`src/design/isa_pkg.sv`:
```
`default_nettype none

package isa_pkg;

    localparam int unsigned XLEN = 64;

    localparam logic [XLEN-1:0] RESET_PC    = 64'h0000_0000_c000_0000; // first fetch address
    localparam logic [XLEN-1:0] TRAP_VECTOR = 64'h0000_0000_8000_0100; // fixed handler entry

    typedef enum logic [5:0] {
        exc_fetch_misalign = 6'd0,
        exc_illegal_inst   = 6'd2,
        exc_breakpoint     = 6'd3,
        exc_load_fault     = 6'd5,
        exc_store_fault    = 6'd7,
        exc_ecall          = 6'd11
    } exc_cause_t;

    typedef struct packed {
        exc_cause_t  cause;
        logic [57:0] tval;  // upper tval bits dropped
    } trap_info_t;

    // one execute word, read by the entry's excp flag
    typedef union packed {
        logic [XLEN-1:0] npc;   // excp clear
        trap_info_t      trap;  // excp set
    } exe_result_u;

endpackage

`default_nettype wire

```
`src/design/rob_pkg.sv`:
```
`default_nettype none

package rob_pkg;

    localparam int unsigned ROB_DEPTH      = 16;
    localparam int unsigned ROB_IDX_W      = $clog2(ROB_DEPTH);
    localparam int unsigned DISPATCH_WIDTH = 2;
    localparam int unsigned EXE_WIDTH      = 2;
    localparam int unsigned COMMIT_WIDTH   = 2;

    typedef logic [ROB_IDX_W-1:0] rob_idx_t;
    typedef logic [ROB_IDX_W:0]   rob_cnt_t;  // holds 0 .. ROB_DEPTH

    typedef struct packed {
        logic                     valid;
        rob_idx_t                 idx;         // preallocated slot
        logic [isa_pkg::XLEN-1:0] pc;
        logic                     compressed;  // 16-bit encoding
    } dispatch_bundle_t;

    typedef struct packed {
        logic                 valid;
        rob_idx_t             idx;
        logic                 excp;    // result holds trap info
        isa_pkg::exe_result_u result;
    } exe_bundle_t;

    // decode side RAM word
    typedef struct packed {
        logic [isa_pkg::XLEN-1:0] pc;
        logic                     compressed;
    } rob_entry_t;

    // execute side RAM word
    typedef struct packed {
        logic                 excp;
        isa_pkg::exe_result_u result;
    } rob_result_t;

    typedef struct packed {
        logic                     valid;
        rob_idx_t                 idx;
        logic [isa_pkg::XLEN-1:0] pc;
        logic [isa_pkg::XLEN-1:0] npc;
    } commit_bundle_t;

    typedef struct packed {
        logic                     valid;
        logic [isa_pkg::XLEN-1:0] target;
    } redirect_t;

endpackage

`default_nettype wire

```
`src/design/rob_trap_out.sv`:
```
`timescale 1ns/100ps
`default_nettype none

module rob_trap_out (
    input  rob_pkg::rob_entry_t [rob_pkg::COMMIT_WIDTH-1:0]     ent_rdata,
    input  rob_pkg::rob_result_t [rob_pkg::COMMIT_WIDTH-1:0]    res_fwd,
    input  rob_pkg::rob_idx_t [rob_pkg::COMMIT_WIDTH-1:0]       raddr,
    input  logic [rob_pkg::COMMIT_WIDTH-1:0]                    commit_en,
    input  logic                                                mispredict,
    input  logic                                                head_excp,
    input  logic [isa_pkg::XLEN-1:0]                            last_npc,
    output rob_pkg::commit_bundle_t [rob_pkg::COMMIT_WIDTH-1:0] commit,
    output rob_pkg::redirect_t                                  redirect,
    output logic                                                exception,
    output logic [isa_pkg::XLEN-1:0]                            epc,
    output logic [isa_pkg::XLEN-1:0]                            cause,
    output logic [isa_pkg::XLEN-1:0]                            tval
);
    import rob_pkg::*;
    import isa_pkg::*;

    trap_info_t head_trap;

    always_comb begin
        for (int i = 0; i < COMMIT_WIDTH; i++) begin
            commit[i].valid = commit_en[i];
            commit[i].idx   = raddr[i];
            commit[i].pc    = ent_rdata[i].pc;
            commit[i].npc   = res_fwd[i].result.npc;  // npc view of the union
        end
    end

    assign head_trap = res_fwd[0].result.trap;  // trap view, only meaningful on excp

    always_comb begin
        redirect.valid  = mispredict || head_excp;
        redirect.target = head_excp ? TRAP_VECTOR : last_npc;
        exception       = head_excp;
        epc             = head_excp ? ent_rdata[0].pc : '0;
        cause           = head_excp ? XLEN'(head_trap.cause) : '0;  // zero-extended
        tval            = head_excp ? XLEN'(head_trap.tval) : '0;
    end

endmodule

`default_nettype wire

```
`config.mk`:
```
export PLATFORM = sky130hd
export DESIGN_NAME = rob_trap_out
export DESIGN_NICKNAME = d
export VERILOG_FILES = /design/src/design/isa_pkg.sv /design/src/design/rob_pkg.sv /design/src/design/rob_trap_out.sv
export SDC_FILE = /design/constraint.sdc
export NUM_CORES = 1
export LEC_CHECK = 0
export BUFFER_PORTS_ARGS = -buffer_cell sky130_fd_sc_hd__buf_2
export CORE_AREA = 2 2 334 336
export DETAILED_ROUTE_END_ITERATION = 8
export DIE_AREA = 0 0 336 338
export PLACE_DENSITY = 0.33
export SLEW_MARGIN = 10
export SYNTH_ARGS = -nofsm -noshare
export SYNTH_HDL_FRONTEND = slang
export SYNTH_SLANG_ARGS = --single-unit
```
`constraint.sdc`:
```
create_clock -name vclk -period 1.5
set_input_delay 0.15 -clock vclk [all_inputs]
set_output_delay 0.15 -clock vclk [all_outputs]
set_load 0.05 [all_outputs]
```
==> results.cfg <==
[yosys]
synth_compound_area_share_pct = 0
synth_fa_ha_area_share_pct = 0
ys_seq_area_share_pct = 0
synth.distinct_cells = 9
syn_inst = 546
ys_warn_count = 0
synth_area_sq_um = 3810
synth-xor-area-share_pct = 0
synthMuxAreaShare_pct = 0
synth_top_family_by_area = buffers and inverters
synth-simple-area-share_pct = 31.7
syn_avg_cell_area_sq_um = 6.98

[sta]
rsz0062_at_grt = false
setup_ws_ns = 0.153
max_freq_mhz = 742
final_max_slew_viol_count = 0
setup_violations = 0
fin_crit_ns = 1.35
setup_tns_ns = 0
fin_crit_sh_pct = 89.8
final-hold-violation-count = 0

[cells_and_area]
nFillCells = 13100
drive_above_1_share_pct = 67.4
design.seq.count = 0
layout.nets = 1126
final_common_cell = buf_2
area_delta_synth_final_pct = 63.5
mostFrequentLayoutCells = 504 x buf_2, 128 x and2_1, 64 x conb_1
seqCellArea_sq_um = 0
clkbuf_count = 0
utilization_pct = 5.66
multi_input_area_sq_um = 1450

[worst_setup_path]
crit_path_max_incr_delay_ns = 0.30
path_cells = buf_6 > buf_12 > buf_12 > and2_1 > buf_2
critical_path_arrival_ns = 1.20
path_max_fanout = 33
cpMaxStageDelayCell = buf_2
worst-path-buf-inv = 4
crit_family = buffers and inverters
cpMostUsedCell = buf_12
endpoint_kind = output port
critPathRequiredTime_ns = 1.35
startpoint = head_excp
crit_end = tval[18]
crit_type = input pin to output port
cp-start-kind = input pin
worstSetupPathDepth = 5

[power_and_ir_drop]
p_per_area_nw_per_um2 = 527
ir_drop_uv = 118
power_leakage_nw = 3.02

[die]
dieArea_sq_um = 114000
die_y_microns = 338
die_w_microns = 336
core-area_sq_um = 110000
start_util_pct = 3.46
row_count = 122
ios = 860

[worst_hold_path]
hp-class = input pin to output port
hp-start = ent_rdata[66]

[global_routing]
grt_pass1_wl_microns = 53400
overflow = 0
first_global_vias = 3599
grt_util_all_layers_pct = 7.79
grt_max_degree = 35
grt_use_met1_pct = 6.43
gr-usage-met3_pct = 9.56
grt_antenna_before_repair = 53
grt.busiest_layer = met2
use_met2_pct = 12.0

[place]
place_congestion = 0.652
pre_cts_ws_ns = 0.124
portBuffers = 516
hpwl_microns = 46400

[clock_tree]
ctsHoldBuffers = 0
cts.repair.resized = 0
cts_setup_buffers = 0

[detailed_routing]
viasPerCell = 1.83
first_iter_violations = 68
ant_nets = 0
routed-via-count = 4188
dr.pass1.iters = 4
drc = 0
wirelength_microns = 48000
wl_per_cell_microns = 21.0

[flow_run]
maxCapViolations = 0

[outcome]
outcome = complete, no violations
[worst min path at each step]
stage,end,cells after the start
finish,commit[197],0
global route,commit[209],0
CTS,commit[128],0
detailed placement,commit[128],0
global placement,commit[128],0
floorplan,commit[0],1
[layer usage]
layer  wire, microns  vias up
met3           13000      126
met5             341        -
met1           13300     1720
met4            1100       54
li1                -     1730
met2           20300      558
[cell families (layout without fill, tap and decap cells)]
kind of cell | count (synthesis) | after routing
buffers and inverters | 352 | 531
other | 1 | 71
and+or+nand+nor | 193 | 193
[metrics by stage]
stage	hold slack, ns	total power [mW]	std cells	instance area (sq um)
final	0.300	3.29	2283	6230
after global routing	0.300	3.47	2277	6220
after CTS	0.300	3.37	2276	6210
after detailed placement	0.300	3.37	2276	6210
after global placement	0.300	3.37	2276	6210
after floorplan	0.467	3.63	609	4050
[cell usage after synthesis]
cell type | number | area, sq um
or2_1 | 3 | 18.8
and2_1 | 128 | 801
conb_1 | 1 | 3.75
buf_6 | 2 | 22.5
clkbuf_1 | 2 | 7.51
buf_4 | 331 | 2480
nor2b_1 | 62 | 388
buf_2 | 7 | 35.0
clkbuf_2 | 10 | 50.1
[power breakdown]
part | total (mW) | switching (mW) | leakage, nW | internal [mW]
Sequential | 0 | 0 | 0 | 0
Combinational | 3.29 | 2.59 | 3.02 | 0.692
Clock | 0.000000632 | 0 | 0.0000444 | 0.000000632
[area by class of cell]
| cell class | instances | share of cell area (%) |
|---|---|---|
| repair buffers | 531 | 46.6 |
| diodes | 7 | 0.281 |
| multi-input cells | 257 | 23.2 |
| well taps | 1488 | 29.9 |
Power figures use the tool's default switching activity.
