===== config.mk =====
export PLATFORM = sky130hd
export DESIGN_NAME = rob_writeback
export DESIGN_NICKNAME = d
export VERILOG_FILES = /design/src/design/isa_pkg.sv /design/src/design/rob_pkg.sv /design/src/design/rob_writeback.sv
export SDC_FILE = /design/constraint.sdc
export NUM_CORES = 1
export LEC_CHECK = 0
export BUFFER_PORTS_ARGS = -buffer_cell sky130_fd_sc_hd__buf_2
export CORE_AREA = 2 2 335 337
export DETAILED_ROUTE_END_ITERATION = 8
export DIE_AREA = 0 0 337 339
export PLACE_DENSITY_LB_ADDON = 0.12
export SYNTH_ARGS = -nofsm -noshare
export SYNTH_HDL_FRONTEND = slang
export SYNTH_SLANG_ARGS = --single-unit

===== constraint.sdc =====
create_clock -name clk -period 2.9 [get_ports clk]
set_input_delay 0.29 -clock clk [delete_from_list [all_inputs] [get_ports clk]]
set_output_delay 0.29 -clock clk [all_outputs]
set_load 0.01 [all_outputs]

===== src/design/isa_pkg.sv =====
`default_nettype none

package isa_pkg;

    localparam int unsigned XLEN = 64;

    localparam logic [XLEN-1:0] RESET_PC    = 64'h0000_0000_c000_0000; // first fetch address
    localparam logic [XLEN-1:0] TRAP_VECTOR = 64'h0000_0000_8000_0100; // fixed handler entry

    typedef enum logic [5:0] {
        exc_fetch_misalign = 6'd0,
        exc_illegal_inst   = 6'd2,
        exc_breakpoint     = 6'd3,
        exc_load_fault     = 6'd5,
        exc_store_fault    = 6'd7,
        exc_ecall          = 6'd11
    } exc_cause_t;

    typedef struct packed {
        exc_cause_t  cause;
        logic [57:0] tval;  // upper tval bits dropped
    } trap_info_t;

    // one execute word, read by the entry's excp flag
    typedef union packed {
        logic [XLEN-1:0] npc;   // excp clear
        trap_info_t      trap;  // excp set
    } exe_result_u;

endpackage

`default_nettype wire


===== src/design/rob_pkg.sv =====
`default_nettype none

package rob_pkg;

    localparam int unsigned ROB_DEPTH      = 16;
    localparam int unsigned ROB_IDX_W      = $clog2(ROB_DEPTH);
    localparam int unsigned DISPATCH_WIDTH = 2;
    localparam int unsigned EXE_WIDTH      = 2;
    localparam int unsigned COMMIT_WIDTH   = 2;

    typedef logic [ROB_IDX_W-1:0] rob_idx_t;
    typedef logic [ROB_IDX_W:0]   rob_cnt_t;  // holds 0 .. ROB_DEPTH

    typedef struct packed {
        logic                     valid;
        rob_idx_t                 idx;         // preallocated slot
        logic [isa_pkg::XLEN-1:0] pc;
        logic                     compressed;  // 16-bit encoding
    } dispatch_bundle_t;

    typedef struct packed {
        logic                 valid;
        rob_idx_t             idx;
        logic                 excp;    // result holds trap info
        isa_pkg::exe_result_u result;
    } exe_bundle_t;

    // decode side RAM word
    typedef struct packed {
        logic [isa_pkg::XLEN-1:0] pc;
        logic                     compressed;
    } rob_entry_t;

    // execute side RAM word
    typedef struct packed {
        logic                 excp;
        isa_pkg::exe_result_u result;
    } rob_result_t;

    typedef struct packed {
        logic                     valid;
        rob_idx_t                 idx;
        logic [isa_pkg::XLEN-1:0] pc;
        logic [isa_pkg::XLEN-1:0] npc;
    } commit_bundle_t;

    typedef struct packed {
        logic                     valid;
        logic [isa_pkg::XLEN-1:0] target;
    } redirect_t;

endpackage

`default_nettype wire


===== src/design/rob_writeback.sv =====
`timescale 1ns/100ps
`default_nettype none

module rob_writeback (
    input  logic                                                 clk,
    input  logic                                                 rst,
    input  logic                                                 clear,
    input  rob_pkg::rob_idx_t                                    front,
    input  rob_pkg::rob_cnt_t                                    count,
    input  rob_pkg::dispatch_bundle_t [rob_pkg::DISPATCH_WIDTH-1:0] dispatch,
    input  rob_pkg::exe_bundle_t [rob_pkg::EXE_WIDTH-1:0]        exe_wb,
    input  rob_pkg::rob_idx_t [rob_pkg::COMMIT_WIDTH-1:0]        raddr,
    output rob_pkg::rob_idx_t [rob_pkg::DISPATCH_WIDTH-1:0]      ent_waddr,
    output rob_pkg::rob_entry_t [rob_pkg::DISPATCH_WIDTH-1:0]    ent_wdata,
    output logic [rob_pkg::DISPATCH_WIDTH-1:0]                   ent_wen,
    output rob_pkg::rob_idx_t [rob_pkg::EXE_WIDTH-1:0]           res_waddr,
    output rob_pkg::rob_result_t [rob_pkg::EXE_WIDTH-1:0]        res_wdata,
    output logic [rob_pkg::EXE_WIDTH-1:0]                        res_wen,
    input  rob_pkg::rob_result_t [rob_pkg::COMMIT_WIDTH-1:0]     res_rdata,
    output logic [rob_pkg::ROB_DEPTH-1:0]                        finished,
    output rob_pkg::rob_result_t [rob_pkg::COMMIT_WIDTH-1:0]     res_fwd,
    output rob_pkg::rob_cnt_t                                    alloc_cnt
);
    import rob_pkg::*;

    logic [ROB_DEPTH-1:0] done_q;  // registered finished bits
    logic [ROB_DEPTH-1:0] wb_hit;  // slots written back this cycle
    logic [ROB_DEPTH-1:0] live;    // slots inside front .. front+count

    always_comb begin
        for (int i = 0; i < DISPATCH_WIDTH; i++) begin
            ent_waddr[i]            = dispatch[i].idx;
            ent_wen[i]              = dispatch[i].valid;
            ent_wdata[i].pc         = dispatch[i].pc;
            ent_wdata[i].compressed = dispatch[i].compressed;
        end
        for (int j = 0; j < EXE_WIDTH; j++) begin
            res_waddr[j]        = exe_wb[j].idx;
            res_wen[j]          = exe_wb[j].valid;
            res_wdata[j].excp   = exe_wb[j].excp;
            res_wdata[j].result = exe_wb[j].result;
        end
    end

    // a slot already inside the window is a rewrite, not a new entry
    always_comb begin
        alloc_cnt = '0;
        for (int i = 0; i < DISPATCH_WIDTH; i++) begin
            if (dispatch[i].valid && ({1'b0, dispatch[i].idx - front} >= count)) begin
                alloc_cnt = alloc_cnt + rob_cnt_t'(1);
            end
        end
    end

    always_comb begin
        wb_hit = '0;
        for (int j = 0; j < EXE_WIDTH; j++) begin
            if (exe_wb[j].valid) begin
                wb_hit[exe_wb[j].idx] = 1'b1;
            end
        end
        for (int s = 0; s < ROB_DEPTH; s++) begin
            live[s] = {1'b0, rob_idx_t'(s) - front} < count;  // wraps with the ring
        end
    end

    // committed slots fall out of the window and drop their bit one cycle later
    always_ff @(posedge clk) begin
        if (rst || clear) begin
            done_q <= '0;
        end else begin
            done_q <= (done_q & live) | wb_hit;
        end
    end

    assign finished = done_q | wb_hit;  // same-cycle writeback visible

    always_comb begin
        for (int i = 0; i < COMMIT_WIDTH; i++) begin
            res_fwd[i] = res_rdata[i];
            for (int j = 0; j < EXE_WIDTH; j++) begin
                if (exe_wb[j].valid && (exe_wb[j].idx == raddr[i])) begin
                    res_fwd[i] = res_wdata[j];  // bypass the RAM
                end
            end
        end
    end

endmodule

`default_nettype wire


==> metrics.yaml <==
cp.arrival_ns: 2.42
layoutNonFillerInstCount: 2957
die_y_um: 339
core_mm2: 0.110
critPathCaptureType: "primary output"
hp-start: "rst"
final_common_cell: "buf_2"
path_max_fanout: 7
r2r_slack_ns: 2.17
syn_area_mm2: 0.00712
cts_setup_buffers: 0
grt-ovfl-total: 0
power_leakage_nw: 4.94
dr.pass1.iters: 4
fillCellCount: 13193
cts_sinks: 16
finalSetupViolations: 0
vdd_drop_max_mv: 0.132
cts_root_buf: "clkbuf_16"
layout_common_cells: "buf_2 (597), nand2_1 (267), nor2_1 (134)"
hold_end: "done_q[4]"
multiInputGateArea_mm2: 0.00422
synth_async_sr_flop_share_pct: 0
initial_core_util_pct: 6.46
ctsHoldBuffers: 0
yosysTopAreaCell: "buf_4"
min_period_over_period_pct: 93.5
portBuffers: 597
grt_pass1_vias: 8887
slew-limit-headroom_pct: 59.1
synth_cell_types: 38
ys_ff_latch: 16
wl_met2_mm: 26.1
fin_worst_skew_ns: 0
routed_wl_mm: 54.2
ys_top_cells_by_area: "buf_4 (30%), nand2_1 (14%), a31oi_1 (12%), ha_1 (8.8%), nor2_1 (7.1%)"
worstHoldPathCells: 4
ctsHtreeMaxLevel: 1
p_total_mw: 2.07
clk_transition_reported_paths_ns: 0.06
grt_max_degree: 61
status: "completed"
design.die.area_mm2: 0.114
top_layer_used: "met5"
viasPerCell: 2.97
grt_pass1_wl_mm: 72.0
post_cts_resized: 0
seqCellArea_um2: 320
drive_gt1_share_pct: 45.8
grt.total_usage_pct: 8.83
biggestRegsByFlops: "done_q x16"
fmax_ghz: 0.369
syn2layout_area_growth_pct: 41.8
tns_ns: 0
drc_errors: 0
startpoint_type: "input pin"
rsz0062_at_grt: "false"
maxSlewViolCount: 0
vias: 8795
chipWidth_um: 337
place_congestion: 0.794
avgSynthCellArea_um2: 6.10
r2r_cells: 3
synthCells: 1167
drt-met1-wl_mm: 22.1
drt-initial-drc-count: 333
fp-row-count: 122
cts_buffers: 3
yosysWarningCount: 0
cts_max_path_buffers: 2
largest_reg_flops: 16
period_minus_slack_ns: 2.71
synth_edf_count: 0
fin_nets: 1951
final-hold-violation-count: 0
worst_pin_slew_ns: 0.613
timing.rr.start: "done_q[1]"
tritoncts: "built"
utilization_pct: 9.15
antenna_found_initial: 14
largest_register: "done_q"
path_class: "input pin to primary output"
met3_length_mm: 5.04
cp.required_ns: 2.61
drtAntennaViolNets: 0
detailed_place_hpwl_mm: 47.2
wl_per_cell_um: 18.3
dpl.cell_count: 2952
clk_latency_ns: 0.26
hp-class: "input pin to flip-flop"
powerDensity_mw_per_mm2: 205
maxCapViolCount: 0
ios: 861
synth_top_area_share_pct: 30.0
r2r-end: "done_q[1]"
yosysSeqAreaShare_pct: 4.50
synth-main-ff-cell: "dfxtp_1"
[critical path, cell delays in order]
cell and delay (ns):
buf_2 0.15, ha_1 0.20, inv_1 0.08, fa_1 0.42, ha_1 0.28, a21o_1 0.15
a21o_1 0.17, a21oi_1 0.15, nor3b_1 0.07, ha_1 0.31, buf_2 0.14
[synth_stat cells, drive strengths merged, types with 2 or more instances]
| cell | count |
|---|---|
| clkbuf | 31 |
| o21a | 16 |
| o32ai | 2 |
| nor3b | 2 |
| nand3b | 3 |
| a21oi | 34 |
| nor3 | 2 |
| xor2 | 11 |
| or2 | 18 |
| o22ai | 13 |
| nand2 | 267 |
| xnor2 | 14 |
| nand3 | 14 |
| dfxtp | 16 |
| nand2b | 9 |
| nor2 | 134 |
| or3 | 2 |
| buf | 315 |
| inv | 45 |
| a31oi | 131 |
| ha | 50 |
| nor2b | 2 |
| a21o | 8 |
| fa | 2 |
| and3 | 2 |
| o21ai | 17 |
[where the power goes]
group          switching (mW)  internal, mW
Sequential            0.00124         0.223
Clock                   0.110         0.211
Combinational           0.927         0.603
[area by class of cell]
type	count	share of cell area, %
Multi-Input combinational cell	762	41.7
Timing Repair Buffer	641	34.1
Tap cell	1488	18.4
Sequential cell	16	3.17
Inverter	45	1.67
Clock buffer	4	0.879
Antenna cell	1	0.0248
[metrics by stage]
stage	setup slack, ns	cell area [µm²]	hold WS (ns)
after floorplan	0.564	7130	0.511
after global placement	0.118	10000	0.580
after detailed placement	0.159	10000	0.580
after CTS	0.164	10100	0.537
after global routing	0.0407	10100	0.560
final	0.190	10100	0.529
[layer usage]
metal | vias up | GRT usage [%]
li1 | 4177 | -
met1 | 4036 | 10.5
met2 | 509 | 15.6
met3 | 61 | 2.87
met4 | 12 | 1.37
met5 | - | 0
[worst max-delay path by stage]
| stage | from | to | slack (ns) | cells past startpoint |
|---|---|---|---|---|
| floorplan | dispatch[65] | alloc_cnt[0] | 0.56 | 10 |
| global placement | front[0] | alloc_cnt[0] | 0.12 | 11 |
| detailed placement | front[1] | alloc_cnt[0] | 0.16 | 10 |
| CTS | front[1] | alloc_cnt[0] | 0.16 | 10 |
| global route | front[1] | alloc_cnt[0] | 0.04 | 11 |
| finish | front[0] | alloc_cnt[0] | 0.19 | 11 |
[logic make-up after synthesis]
logic type | after synthesis | share of synthesized area, %
AO/OA/AOI/OAI | 226 | 20.0
XOR/XNOR | 25 | 3.07
adder cells (fa/ha/maj) | 52 | 9.34
buffers and inverters | 391 | 37.3
flip-flops | 16 | 4.50
other | 1 | 0.0526
AND/OR/NAND/NOR | 456 | 25.8
Note: power is estimated with default switching activity, not from simulation.
