## config.mk

```make
export PLATFORM = sky130hd
export DESIGN_NAME = rob_commit_select
export DESIGN_NICKNAME = d
export VERILOG_FILES = /design/src/design/isa_pkg.sv /design/src/design/rob_pkg.sv /design/src/design/rob_commit_select.sv
export SDC_FILE = /design/constraint.sdc
export NUM_CORES = 1
export LEC_CHECK = 0
export BUFFER_PORTS_ARGS = -buffer_cell sky130_fd_sc_hd__buf_2
export CAP_MARGIN = 15
export CORE_AREA = 3 3 142 144
export DETAILED_ROUTE_END_ITERATION = 8
export DIE_AREA = 0 0 145 147
export GPL_TIMING_DRIVEN = 0
export PLACE_DENSITY = 0.6
export SLEW_MARGIN = 25
export SYNTH_ARGS = -nofsm -noshare
export SYNTH_HDL_FRONTEND = slang
export SYNTH_SLANG_ARGS = --single-unit
```

## constraint.sdc

```tcl
create_clock -name clk -period 9.1 [get_ports clk]
set_input_delay 0.455 -clock clk [delete_from_list [all_inputs] [get_ports clk]]
set_output_delay 0.455 -clock clk [all_outputs]
set_load 0.01 [all_outputs]
```

## src/design/isa_pkg.sv

```systemverilog
`default_nettype none

package isa_pkg;

    localparam int unsigned XLEN = 64;

    localparam logic [XLEN-1:0] RESET_PC    = 64'h0000_0000_c000_0000; // first fetch address
    localparam logic [XLEN-1:0] TRAP_VECTOR = 64'h0000_0000_8000_0100; // fixed handler entry

    typedef enum logic [5:0] {
        exc_fetch_misalign = 6'd0,
        exc_illegal_inst   = 6'd2,
        exc_breakpoint     = 6'd3,
        exc_load_fault     = 6'd5,
        exc_store_fault    = 6'd7,
        exc_ecall          = 6'd11
    } exc_cause_t;

    typedef struct packed {
        exc_cause_t  cause;
        logic [57:0] tval;  // upper tval bits dropped
    } trap_info_t;

    // one execute word, read by the entry's excp flag
    typedef union packed {
        logic [XLEN-1:0] npc;   // excp clear
        trap_info_t      trap;  // excp set
    } exe_result_u;

endpackage

`default_nettype wire

```

## src/design/rob_pkg.sv

```systemverilog
`default_nettype none

package rob_pkg;

    localparam int unsigned ROB_DEPTH      = 16;
    localparam int unsigned ROB_IDX_W      = $clog2(ROB_DEPTH);
    localparam int unsigned DISPATCH_WIDTH = 2;
    localparam int unsigned EXE_WIDTH      = 2;
    localparam int unsigned COMMIT_WIDTH   = 2;

    typedef logic [ROB_IDX_W-1:0] rob_idx_t;
    typedef logic [ROB_IDX_W:0]   rob_cnt_t;  // holds 0 .. ROB_DEPTH

    typedef struct packed {
        logic                     valid;
        rob_idx_t                 idx;         // preallocated slot
        logic [isa_pkg::XLEN-1:0] pc;
        logic                     compressed;  // 16-bit encoding
    } dispatch_bundle_t;

    typedef struct packed {
        logic                 valid;
        rob_idx_t             idx;
        logic                 excp;    // result holds trap info
        isa_pkg::exe_result_u result;
    } exe_bundle_t;

    // decode side RAM word
    typedef struct packed {
        logic [isa_pkg::XLEN-1:0] pc;
        logic                     compressed;
    } rob_entry_t;

    // execute side RAM word
    typedef struct packed {
        logic                 excp;
        isa_pkg::exe_result_u result;
    } rob_result_t;

    typedef struct packed {
        logic                     valid;
        rob_idx_t                 idx;
        logic [isa_pkg::XLEN-1:0] pc;
        logic [isa_pkg::XLEN-1:0] npc;
    } commit_bundle_t;

    typedef struct packed {
        logic                     valid;
        logic [isa_pkg::XLEN-1:0] target;
    } redirect_t;

endpackage

`default_nettype wire

```

## src/design/rob_commit_select.sv

```systemverilog
`timescale 1ns/100ps
`default_nettype none

module rob_commit_select (
    input  logic                                             clk,
    input  logic                                             rst,
    input  rob_pkg::rob_entry_t [rob_pkg::COMMIT_WIDTH-1:0]  ent_rdata,
    input  rob_pkg::rob_result_t [rob_pkg::COMMIT_WIDTH-1:0] res_fwd,
    input  logic [rob_pkg::ROB_DEPTH-1:0]                    finished,
    input  rob_pkg::rob_cnt_t                                alloc_cnt,
    output rob_pkg::rob_idx_t [rob_pkg::COMMIT_WIDTH-1:0]    raddr,
    output rob_pkg::rob_idx_t                                front,
    output rob_pkg::rob_cnt_t                                count,
    output logic [rob_pkg::COMMIT_WIDTH-1:0]                 commit_en,
    output logic                                             mispredict,
    output logic                                             head_excp,
    output logic                                             clear,
    output logic [isa_pkg::XLEN-1:0]                         last_npc
);
    import rob_pkg::*;
    import isa_pkg::*;

    rob_cnt_t        n_commit;  // lanes retiring this cycle
    logic [XLEN-1:0] npc_next;  // npc of youngest retiring lane

    always_comb begin
        for (int i = 0; i < COMMIT_WIDTH; i++) begin
            raddr[i] = front + rob_idx_t'(i);
        end
    end

    // head is checked as soon as it is dispatched, finished or not
    always_comb begin
        mispredict = (count != '0) && (ent_rdata[0].pc != last_npc);
        head_excp  = (count != '0) && !mispredict && finished[raddr[0]] && res_fwd[0].excp;
        clear      = mispredict || head_excp;
    end

    always_comb begin
        logic            chain_ok;
        logic [XLEN-1:0] chain_npc;
        chain_ok  = 1'b1;
        chain_npc = last_npc;
        n_commit  = '0;
        npc_next  = last_npc;
        for (int i = 0; i < COMMIT_WIDTH; i++) begin
            commit_en[i] = chain_ok
                        && (rob_cnt_t'(i) < count)
                        && finished[raddr[i]]
                        && !res_fwd[i].excp            // trapping entry never retires
                        && (ent_rdata[i].pc == chain_npc);
            chain_ok  = commit_en[i];                  // keeps lanes contiguous
            chain_npc = res_fwd[i].result.npc;
            if (commit_en[i]) begin
                n_commit = n_commit + rob_cnt_t'(1);
                npc_next = res_fwd[i].result.npc;
            end
        end
    end

    always_ff @(posedge clk) begin
        if (rst) begin
            front    <= '0;
            count    <= '0;
            last_npc <= RESET_PC;
        end else if (clear) begin
            front <= '0;
            count <= '0;
            if (head_excp) begin
                last_npc <= TRAP_VECTOR;  // handler is the next expected pc
            end
        end else begin
            front    <= front + rob_idx_t'(n_commit);
            count    <= count + alloc_cnt - n_commit;
            last_npc <= npc_next;
        end
    end

endmodule

`default_nettype wire

```

==> flow_summary.yaml, run 1 <==
setup_path:
  path_class: "reg -> reg"
  worstPathArrival_ns: 4.65
  slowest_delay_ns: 0.77
  crit_fanout: 4
  crit_slowest_cell: "nor4_1"
  critPathCaptureType: "flop"
  required_ns: 9.31
  critPathMostFrequentCell: "inv_1"
  cp-start-kind: "flop"
  reg2regPathDepth: 18
  critical_path.cell_chain: "xor2_1, nor4_1, nand4_1, nor4_2, nand2_1, nor3_1, inv_1, ha_1, ha_1, inv_1, ha_1, inv_1, fa_1, inv_1, a21o_1, a21oi_1, xnor2_1, nor2_1"
run_status:
  outcome: "finished, final reports clean"
sta:
  worst_slew_pin_slew_ns: 0.9166
  whs_ns: 0.3757
  finClkSkew_ns: 0.006911
  max_clock_freq_mhz: 225.5
  finalSetupTns_ns: 0
  finalSetupViolCount: 0
  min_period_ns: 4.435
  finalHoldViolCount: 0
  rsz0062_at_grt: "false"
  fin_crit_sh: 0.4874
  finalMaxSlewViolations: 0
  slew_headroom: 0.3732
synthesis:
  synthMuxAreaShare: 0.1595
  synth_ff_type: "dfxtp_1"
  synth_top_family_by_area: "XOR/XNOR gates"
  yosys.area_share.adder: 0.03993
  synth-seq-cells: 73
  synth_xor_area_frac: 0.2032
  yosys_warnings: 0
  synthTopCellsByArea: "dfxtp_1, xor2_1, mux2i_1, o2bb2ai_1, nor4_1"
  ys_async_sr_fraction: 0
  synth_largest_area_cell: "dfxtp_1"
  synth_fp_nets: 826
  syn_inst: 528
  yosysSeqAreaShare: 0.2776
  syn_area_sq_um: 5264
  synth_edf_count: 0
  ys_top_cells_by_count: "xor2_1, dfxtp_1, mux2i_1"
  synthSimpleGateAreaFrac: 0.09033
  post-synth-top-count-cell: "xor2_1"
  synth_cell_types: 51
  synth_compound_area_frac: 0.1498
  syn_avg_cell_area_sq_um: 9.969
  yosysTopAreaCellShare: 0.2776
cts:
  cts_resized: 0
  cts.sinks: 73
  cts.htree.levels: 3
  cts_root_buf: "clkbuf_16"
  clock_path_buffers: 2
  postCtsSetupBuffers: 0
  hold_buffers: 0
  clkLatencyLatePin_ns: 0.34
  cts_buffers: 9
  clk_pin_slew_ns: 0.06
  cts_tree: "built"
route:
  final_antenna_net_count: 0
  drc: 0
  vias_per_cell: 4.708
  wirelength_mm: 25.67
  first_iter_violations: 207
  vias: 5527
  dr.pass1.iters: 4
  avgRoutedWirePerCell_um: 21.86
power:
  combinationalPowerShare: 0.269
  switching_share: 0.3018
  pwr-share-seq: 0.339
  total_power_uw: 985.1
  intPower_uw: 687.8
  p_leak_nw: 3.773
  netSwitchingPower_uw: 297.3
  power_frac_clock: 0.393
  power.density_nw_per_um2: 127.1
  worst_ir_drop_vdd_uv: 106.0
min_path:
  whs_path_depth: 2
  hold_path.class: "in -> reg"
cells_and_area:
  syn2layout_area_growth_pct: 47.23
  layout-drive-gt1-share: 0.4582
  nNetsFinal: 1203
global_routing:
  grt_start_max_net_pins: 13
  grt_pass1_wl_mm: 36.61
  antenna_found_initial: 9
  globalRouteOverflowTotal: 0
  track_usage: 0.2328
  grt_pass1_vias: 5640
floorplanning:
  core_area_sq_um: 18830
  num_io_pins: 369
  dieHeight_um: 147
  start_util: 0.2795
  die_w_um: 145
  die_area_sq_um: 21320
  fp-row-count: 50
placed_design:
  gp_congestion: 0.8554
  io_buffer_count: 366
  hpwl_mm: 22.01
flow_run:
  cap_violations: 0
[cell usage in the layout (no fill, tap or decap), drive strengths merged, types with 7 or more instances in the layout]
master   netlist  routed
buf           20     386
clkbuf         9      20
dfxtp         73      73
ha            12      12
inv           42      42
mux2i         67      67
nand4          8       8
nor2          14      14
nor3           7       7
nor4          29      29
o2bb2ai       61      61
xnor2          7       7
xor2         113     113
[state kept, by name, indices dropped and copies added, names as in the netlist]
name,flops
count,5
last_npc,64
front,4
[worst max-delay path, delay by kind of cell, from the launching register on]
family	cells	cell delay [ns]
flip-flops	1	0.33
buffers and inverters	4	0.28
AO/OA/AOI/OAI	2	0.18
XOR/XNOR	2	0.33
adder cells (fa/ha/maj)	4	1.18
AND/OR/NAND/NOR	6	2.03
[layer usage]
layer / wire [um] / track usage
met4: 451 / 0.05796
met1: 10240 / 0.2754
met2: 12770 / 0.4087
met5: 46 / 0
met3: 2160 / 0.07742
[cell families (layout without fill, tap and decap cells)]
kind of cell	after synthesis	after routing
muxes	76	76
buffers and inverters	71	453
other	0	4
and+or+nand+nor	80	80
xor gates and xnor gates	120	120
DFF	73	73
adders and majority gates	15	15
AOI/OAI and AO/OA	93	93
[area by class of cell]
class,instances,area (sq um)
fill,1940,11080
multi-input combinational,384,3390
timing repair buffer,366,1832
sequential,73,1461
tap,260,325.3
buffer,29,261.5
clock buffer,11,232.7
inverter,42,157.7
clock inverter,5,80.08
antenna,4,10.01
[power groups by stage]
stage	Combinational [mW]	Clock [mW]	Sequential, mW
2_1_floorplan	0.128	0	0.342
3_3_place_gp	0.264	0	0.341
3_5_place_dp	0.268	0	0.341
4_1_cts	0.269	0.399	0.334
5_1_grt	0.296	0.412	0.335
6_report	0.265	0.387	0.334
[per-stage QoR]
stage / area (sq um) / std cells / util / setup WS, ns
2_1_floorplan: 5264 / 528 / - / 4.899
3_3_place_gp: 7421 / 1154 / 0.3941 / 4.332
3_5_place_dp: 7421 / 1154 / 0.3941 / 4.264
4_1_cts: 7734 / 1170 / 0.4107 / 4.532
5_1_grt: 7747 / 1173 / 0.4114 / 4.239
6_report: 7750 / 1174 / 0.4116 / 4.665
[worst paths after layout]
check / endpoint / slack, ns / start
min: last_npc[8]$_SDFFE_PP0P_ / 0.38 / rst
max reg2reg: count[4]$_SDFF_PP0_ / 4.67 / last_npc[8]$_SDFFE_PP0P_
max: count[4]$_SDFF_PP0_ / 4.67 / last_npc[8]$_SDFFE_PP0P_
min reg2reg: last_npc[38]$_SDFFE_PP0P_ / 0.49 / last_npc[38]$_SDFFE_PP0P_
(Power assumes the default switching activity.)
==> inputs of run 2 (changes only) <==
- CORE_AREA: 3 3 142 144 -> 3 3 141 143
- DIE_AREA: 0 0 145 147 -> 0 0 144 146
- PLACE_DENSITY: 0.6 -> 0.63
- clock period: 9.1 -> 3.8 ns (I/O delays scaled with it)
==> run 2 against run 1 <==
Non-clock buffer count rose by 9. Global-route usage barely moved. Via count rose by 2.6%. Total power rose by 140%. Sequential power rose by 140%. First-iteration DRC count rose by 22%. Register-to-register slack got worse by 4.6 ns. Combinational power rose to 2.6 times the previous value. Critical path type is now in -> reg. Critical endpoint unchanged.
==> flow_summary.yaml, run 2 (synthesis results as in run 1) <==
power:
  worst_ir_drop_vdd_uv: 191.3
  power.density_nw_per_um2: 294.1
  p_leak_nw: 3.868
placed_design:
  hpwl_mm: 21.75
  io_buffer_count: 366
  dp_cells: 1128
  post_dp_cell_area_sq_um: 7401
  gp_congestion: 0.8658
sta:
  finClkSkew_ns: 0.01471
  whs_ns: 0.1139
  finalSetupViolCount: 0
  worst_slew_pin_slew_ns: 0.8345
  min_period_ns: 3.754
  finalHoldViolCount: 0
  rsz0062_at_grt: "true"
  max_clock_freq_mhz: 266.4
  fin_crit_sh: 0.9879
  finalMaxSlewViolations: 0
  finalSetupTns_ns: 0
  slew_headroom: 0.4385
setup_path:
  crit_fanout: 2
  r2r_start: "last_npc[43]$_SDFFE_PP0P_"
  timing.rr.end: "count[4]$_SDFF_PP0_"
  worstPathArrival_ns: 3.97
  reg2regPathDepth: 15
  path_class: "in -> reg"
  worst-r2r-setup-slack_ns: 0.08
  critPathCaptureType: "flop"
  required_ns: 4.02
  cp-start-kind: "primary input"
global_routing:
  grt_start_max_net_pins: 14
  antenna_found_initial: 2
  track_usage: 0.2327
  grt_pass1_wl_mm: 35.42
  globalRouteOverflowTotal: 0
  grt_pass1_vias: 5599
cells_and_area:
  layoutNonFillerInstCount: 1154
  largest-register: "last_npc"
  finalInstanceArea_sq_um: 8011
  n_fill_cell: 1860
  layout-drive-gt1-share: 0.5016
  multi_input_area_sq_um: 3607
  layout_common_cells: "buf_2, xor2_1, dfxtp_1"
  reg_top3: "last_npc (64), count (5), front (4)"
  seq_area_sq_um: 1470
  nNetsFinal: 1212
  largest_reg_flops: 64
  syn2layout_area_growth_pct: 52.20
  layout_commonest_cell: "buf_2"
min_path:
  min_to: "last_npc[40]$_SDFFE_PP0P_"
  min-delay-start: "res_fwd[105]"
  whs_path_depth: 3
  hold_path.class: "in -> reg"
floorplanning:
  num_io_pins: 369
  start_util: 0.2814
  fp-row-count: 50
  dieHeight_um: 146
  die_area_sq_um: 21020
  die_w_um: 144
  core_area_sq_um: 18710
route:
  first_iter_violations: 253
  avgRoutedWirePerCell_um: 22.41
  vias_per_cell: 4.912
  vias: 5668
  drc: 0
  wirelength_mm: 25.86
  dr.pass1.iters: 5
  final_antenna_net_count: 0
cts:
  clk_pin_slew_ns: 0.07
  cts_tree: "built"
  clkLatencyLatePin_ns: 0.35
  cts_buffers: 9
  clock_path_buffers: 2
  cts.htree.levels: 3
  hold_buffers: 0
  cts_root_buf: "clkbuf_16"
  cts.sinks: 73
flow_run:
  cap_violations: 0
run_status:
  outcome: "finished, final reports clean"
[run 2: stage by stage]
| step | util | power [mW] | setup WS [ns] |
|---|---|---|---|
| 2_1_floorplan | - | 1.126 | 0.0005567 |
| 3_3_place_gp | 0.3953 | 1.441 | -0.7631 |
| 3_5_place_dp | 0.3957 | 1.454 | -0.7484 |
| 4_1_cts | 0.4217 | 2.339 | -0.003524 |
| 5_1_grt | 0.4283 | 2.484 | -0.06379 |
| 6_report | 0.4283 | 2.356 | 0.04607 |
[run 2: worst max-delay path: stages]
cell	delay [ns]
buf_8	0.11
xor2_4	0.18
a21o_1	0.15
or4_4	0.53
or4_4	0.52
nor3_2	0.12
nand4_1	0.26
nor3_4	0.35
buf_6	0.14
ha_4	0.13
fa_2	0.47
fa_2	0.42
inv_2	0.05
a21o_1	0.11
a21oi_2	0.05
xnor2_1	0.12
nor2_1	0.05
[run 2: layout make-up]
cell class,instances,area share
Sequential cell,73,0.1835
Timing Repair Buffer,376,0.2405
Tap cell,234,0.03655
Buffer,28,0.03217
Clock inverter,7,0.008902
Antenna cell,1,0.0003124
Inverter,42,0.01968
Multi-Input combinational cell,384,0.4503
Clock buffer,9,0.02811
[run 2: repair_timing]
action	in CTS	in global routing
buffers inserted	6	4
setup endpoints to repair	70	2
pin swaps	8	20
resized for setup	28	21
[run 2: where the power goes]
part	internal [mW]	switching, mW
clock network	0.507	0.360
registers	0.782	0.0157
logic	0.314	0.377
[run 2: routing by layer]
metal | vias up | wire length [um] | track usage
met1 | 2667 | 10670 | 0.2961
met2 | 277 | 13070 | 0.4092
met4 | 2 | 309 | 0.05085
li1 | 2701 | - | -
met5 | - | 7 | 0
met3 | 21 | 1794 | 0.03878
[run 2: worst max-delay path by stage]
stage	startpoint	endpoint	slack, ns	cells past startpoint
final	ent_rdata[104]	count[4]$_SDFF_PP0_	0.05	17
after global routing	ent_rdata[104]	count[4]$_SDFF_PP0_	-0.06	17
after CTS	res_fwd[38]	count[4]$_SDFF_PP0_	-0.004	17
after detailed placement	last_npc[19]$_SDFFE_PP0P_	count[4]$_SDFF_PP0_	-0.75	18
after global placement	last_npc[19]$_SDFFE_PP0P_	count[4]$_SDFF_PP0_	-0.76	18
after floorplan	front[1]$_SDFF_PP0_	count[4]$_SDFF_PP0_	0.0006	19
==> inputs of run 3 (changes only) <==
--- a/constraint.sdc
+++ b/constraint.sdc
@@ -3,2 +3,2 @@
 set_output_delay 0.19 -clock clk [all_outputs]
-set_load 0.01 [all_outputs]
+set_load 0.1 [all_outputs]
==> run 3 against run 2 <==
Combinational power is 36% higher. First-iteration DRC count is 30% lower. Flip-flop and latch count stayed put. Via count hardly changed. Wire length is 1.0% lower. Sequential share of layout area hardly changed. Utilization is 0.52 points higher. Largest cell class unchanged. Highest routed layer unchanged.
==> flow_summary.yaml, run 3 (synthesis results as in run 1) <==
run_status:
  outcome: "finished, final reports clean"
power:
  p_leak_nw: 3.918
  power.density_nw_per_um2: 322.5
  worst_ir_drop_vdd_uv: 501.0
global_routing:
  grt_pass1_wl_mm: 35.11
  grt_start_max_net_pins: 14
  track_usage: 0.2296
  antenna_found_initial: 6
  globalRouteOverflowTotal: 0
  grt_pass1_vias: 5637
setup_path:
  r2r_start: "last_npc[5]$_SDFFE_PP0P_"
  critPathCaptureType: "flop"
  timing.rr.end: "count[4]$_SDFF_PP0_"
  crit_fanout: 3
  worst-r2r-setup-slack_ns: 0.11
  cp_num_buf_inv: 4
  crit_slowest_cell: "nor4_4"
  crit_cells: 18
  path_class: "reg -> reg"
  critPathMostFrequentCell: "inv_2"
  required_ns: 4.01
  critical_path.cell_chain: "xor2_1, nor4_2, nand4_1, nor4_4, nand2_2, nor3_4, inv_2, ha_4, ha_4, inv_2, ha_2, inv_2, fa_2, inv_2, a21o_1, a21oi_2, xnor2_1, nor2_1"
  reg2regPathDepth: 18
  cp-start-kind: "flop"
  worstPathArrival_ns: 3.90
  crit_family: "simple AND/OR/NAND/NOR gates"
  slowest_delay_ns: 0.44
placed_design:
  hpwl_mm: 21.72
  io_buffer_count: 366
  dp_cells: 1128
  gp_congestion: 0.8541
route:
  drc: 0
  vias_per_cell: 4.891
  final_antenna_net_count: 0
  wirelength_mm: 25.59
  dr.pass1.iters: 4
  vias: 5664
  first_iter_violations: 177
  avgRoutedWirePerCell_um: 22.10
floorplanning:
  fp-row-count: 50
  die_area_sq_um: 21020
  start_util: 0.2814
  core_area_sq_um: 18710
  num_io_pins: 369
  dieHeight_um: 146
  die_w_um: 144
cells_and_area:
  nNetsFinal: 1215
  layout_commonest_cell: "buf_2"
  largest_reg_flops: 64
  layout-drive-gt1-share: 0.5119
  layout_common_cells: "buf_2, xor2_1, mux2i_1"
  syn2layout_area_growth_pct: 54.05
  n_fill_cell: 1899
  largest-register: "last_npc"
  layoutNonFillerInstCount: 1158
  reg_top3: "last_npc (64), count (5), front (4)"
  final_core_util: 0.4335
sta:
  finClkSkew_ns: 0.01254
  min_period_ns: 3.692
  finalHoldViolCount: 0
  fin_crit_sh: 0.9716
  slew_headroom: 0.4272
  worst_slew_pin_slew_ns: 0.8513
  finalSetupViolCount: 0
  max_clock_freq_mhz: 270.8
  finalMaxSlewViolations: 0
cts:
  cts_tree: "built"
  cts_buffers: 9
  clkLatencyLatePin_ns: 0.34
  cts.htree.levels: 3
  clock_path_buffers: 2
  clk_pin_slew_ns: 0.07
  cts_root_buf: "clkbuf_16"
  cts.sinks: 73
min_path:
  hold_path.class: "in -> reg"
  whs_path_depth: 3
  min_to: "last_npc[52]$_SDFFE_PP0P_"
  min-delay-start: "res_fwd[117]"
flow_run:
  cap_violations: 0
run 3: worst max-delay path by stage:
stage	start	endpoint	slack [ns]
after floorplan	front[0]$_SDFF_PP0_	count[3]$_SDFF_PP0_	-1.06
after global placement	last_npc[8]$_SDFFE_PP0P_	count[3]$_SDFF_PP0_	-0.58
after detailed placement	last_npc[8]$_SDFFE_PP0P_	count[3]$_SDFF_PP0_	-0.63
after CTS	res_fwd[38]	count[3]$_SDFF_PP0_	-0.02
after global routing	res_fwd[49]	count[4]$_SDFF_PP0_	-0.02
final	last_npc[5]$_SDFFE_PP0P_	count[4]$_SDFF_PP0_	0.11
run 3: timing repair:
item	CTS	global route
hold buffers	0	0
endpoints found under the setup margin	67	2
setup buffers	3	10
resized for setup	17	30
pin swaps	8	23
run 3: cell type report:
class / count / area [sq um] / area share
sequential: 73 / 1491 / 0.1839
clock buffer: 10 / 239.0 / 0.02947
antenna: 2 / 5.005 / 0.0006172
timing repair buffer: 379 / 1936 / 0.2387
buffer: 28 / 302.8 / 0.03734
tap: 234 / 292.8 / 0.03611
inverter: 42 / 157.7 / 0.01944
multi-input combinational: 384 / 3620 / 0.4464
clock inverter: 6 / 65.06 / 0.008023
run 3: worst register-to-register path, delay by kind of cell, from the launching register on:
family          cells  cell delay, ns
compound gates      2            0.18
xor+xnor            2            0.33
fa+ha+maj           4            1.04
buf+inv             4            0.20
flops               1            0.35
simple gates        6            1.48
run 3: report_power, final:
part / internal (mW) / total [mW] / switching [mW]
Combinational: 0.308 / 0.937 / 0.629
Clock: 0.528 / 0.884 / 0.356
Sequential: 0.779 / 0.794 / 0.0156
run 3: stage by stage:
step / hold slack [ns] / power (mW) / area (sq um) / TNS (ns) / setup slack (ns)
global route: 0.1095 / 2.738 / 8109 / -0.02992 / -0.02205
finish: 0.1132 / 2.615 / 8109 / 0 / 0.1079
global placement: 0.4573 / 1.710 / 7482 / -6.294 / -0.5830
CTS: 0.09969 / 2.624 / 7919 / -0.02417 / -0.01616
floorplan: 0.2685 / 1.388 / 5358 / -33.56 / -1.064
detailed placement: 0.4668 / 1.720 / 7482 / -8.236 / -0.6307
run 3: per-layer routing:
layer,wire length (um),share of wire,track usage
met1,10260,0.40,0.2777
met2,12610,0.49,0.3936
met3,1887,0.074,0.05685
met4,775,0.030,0.07768
met5,55,0.0021,0
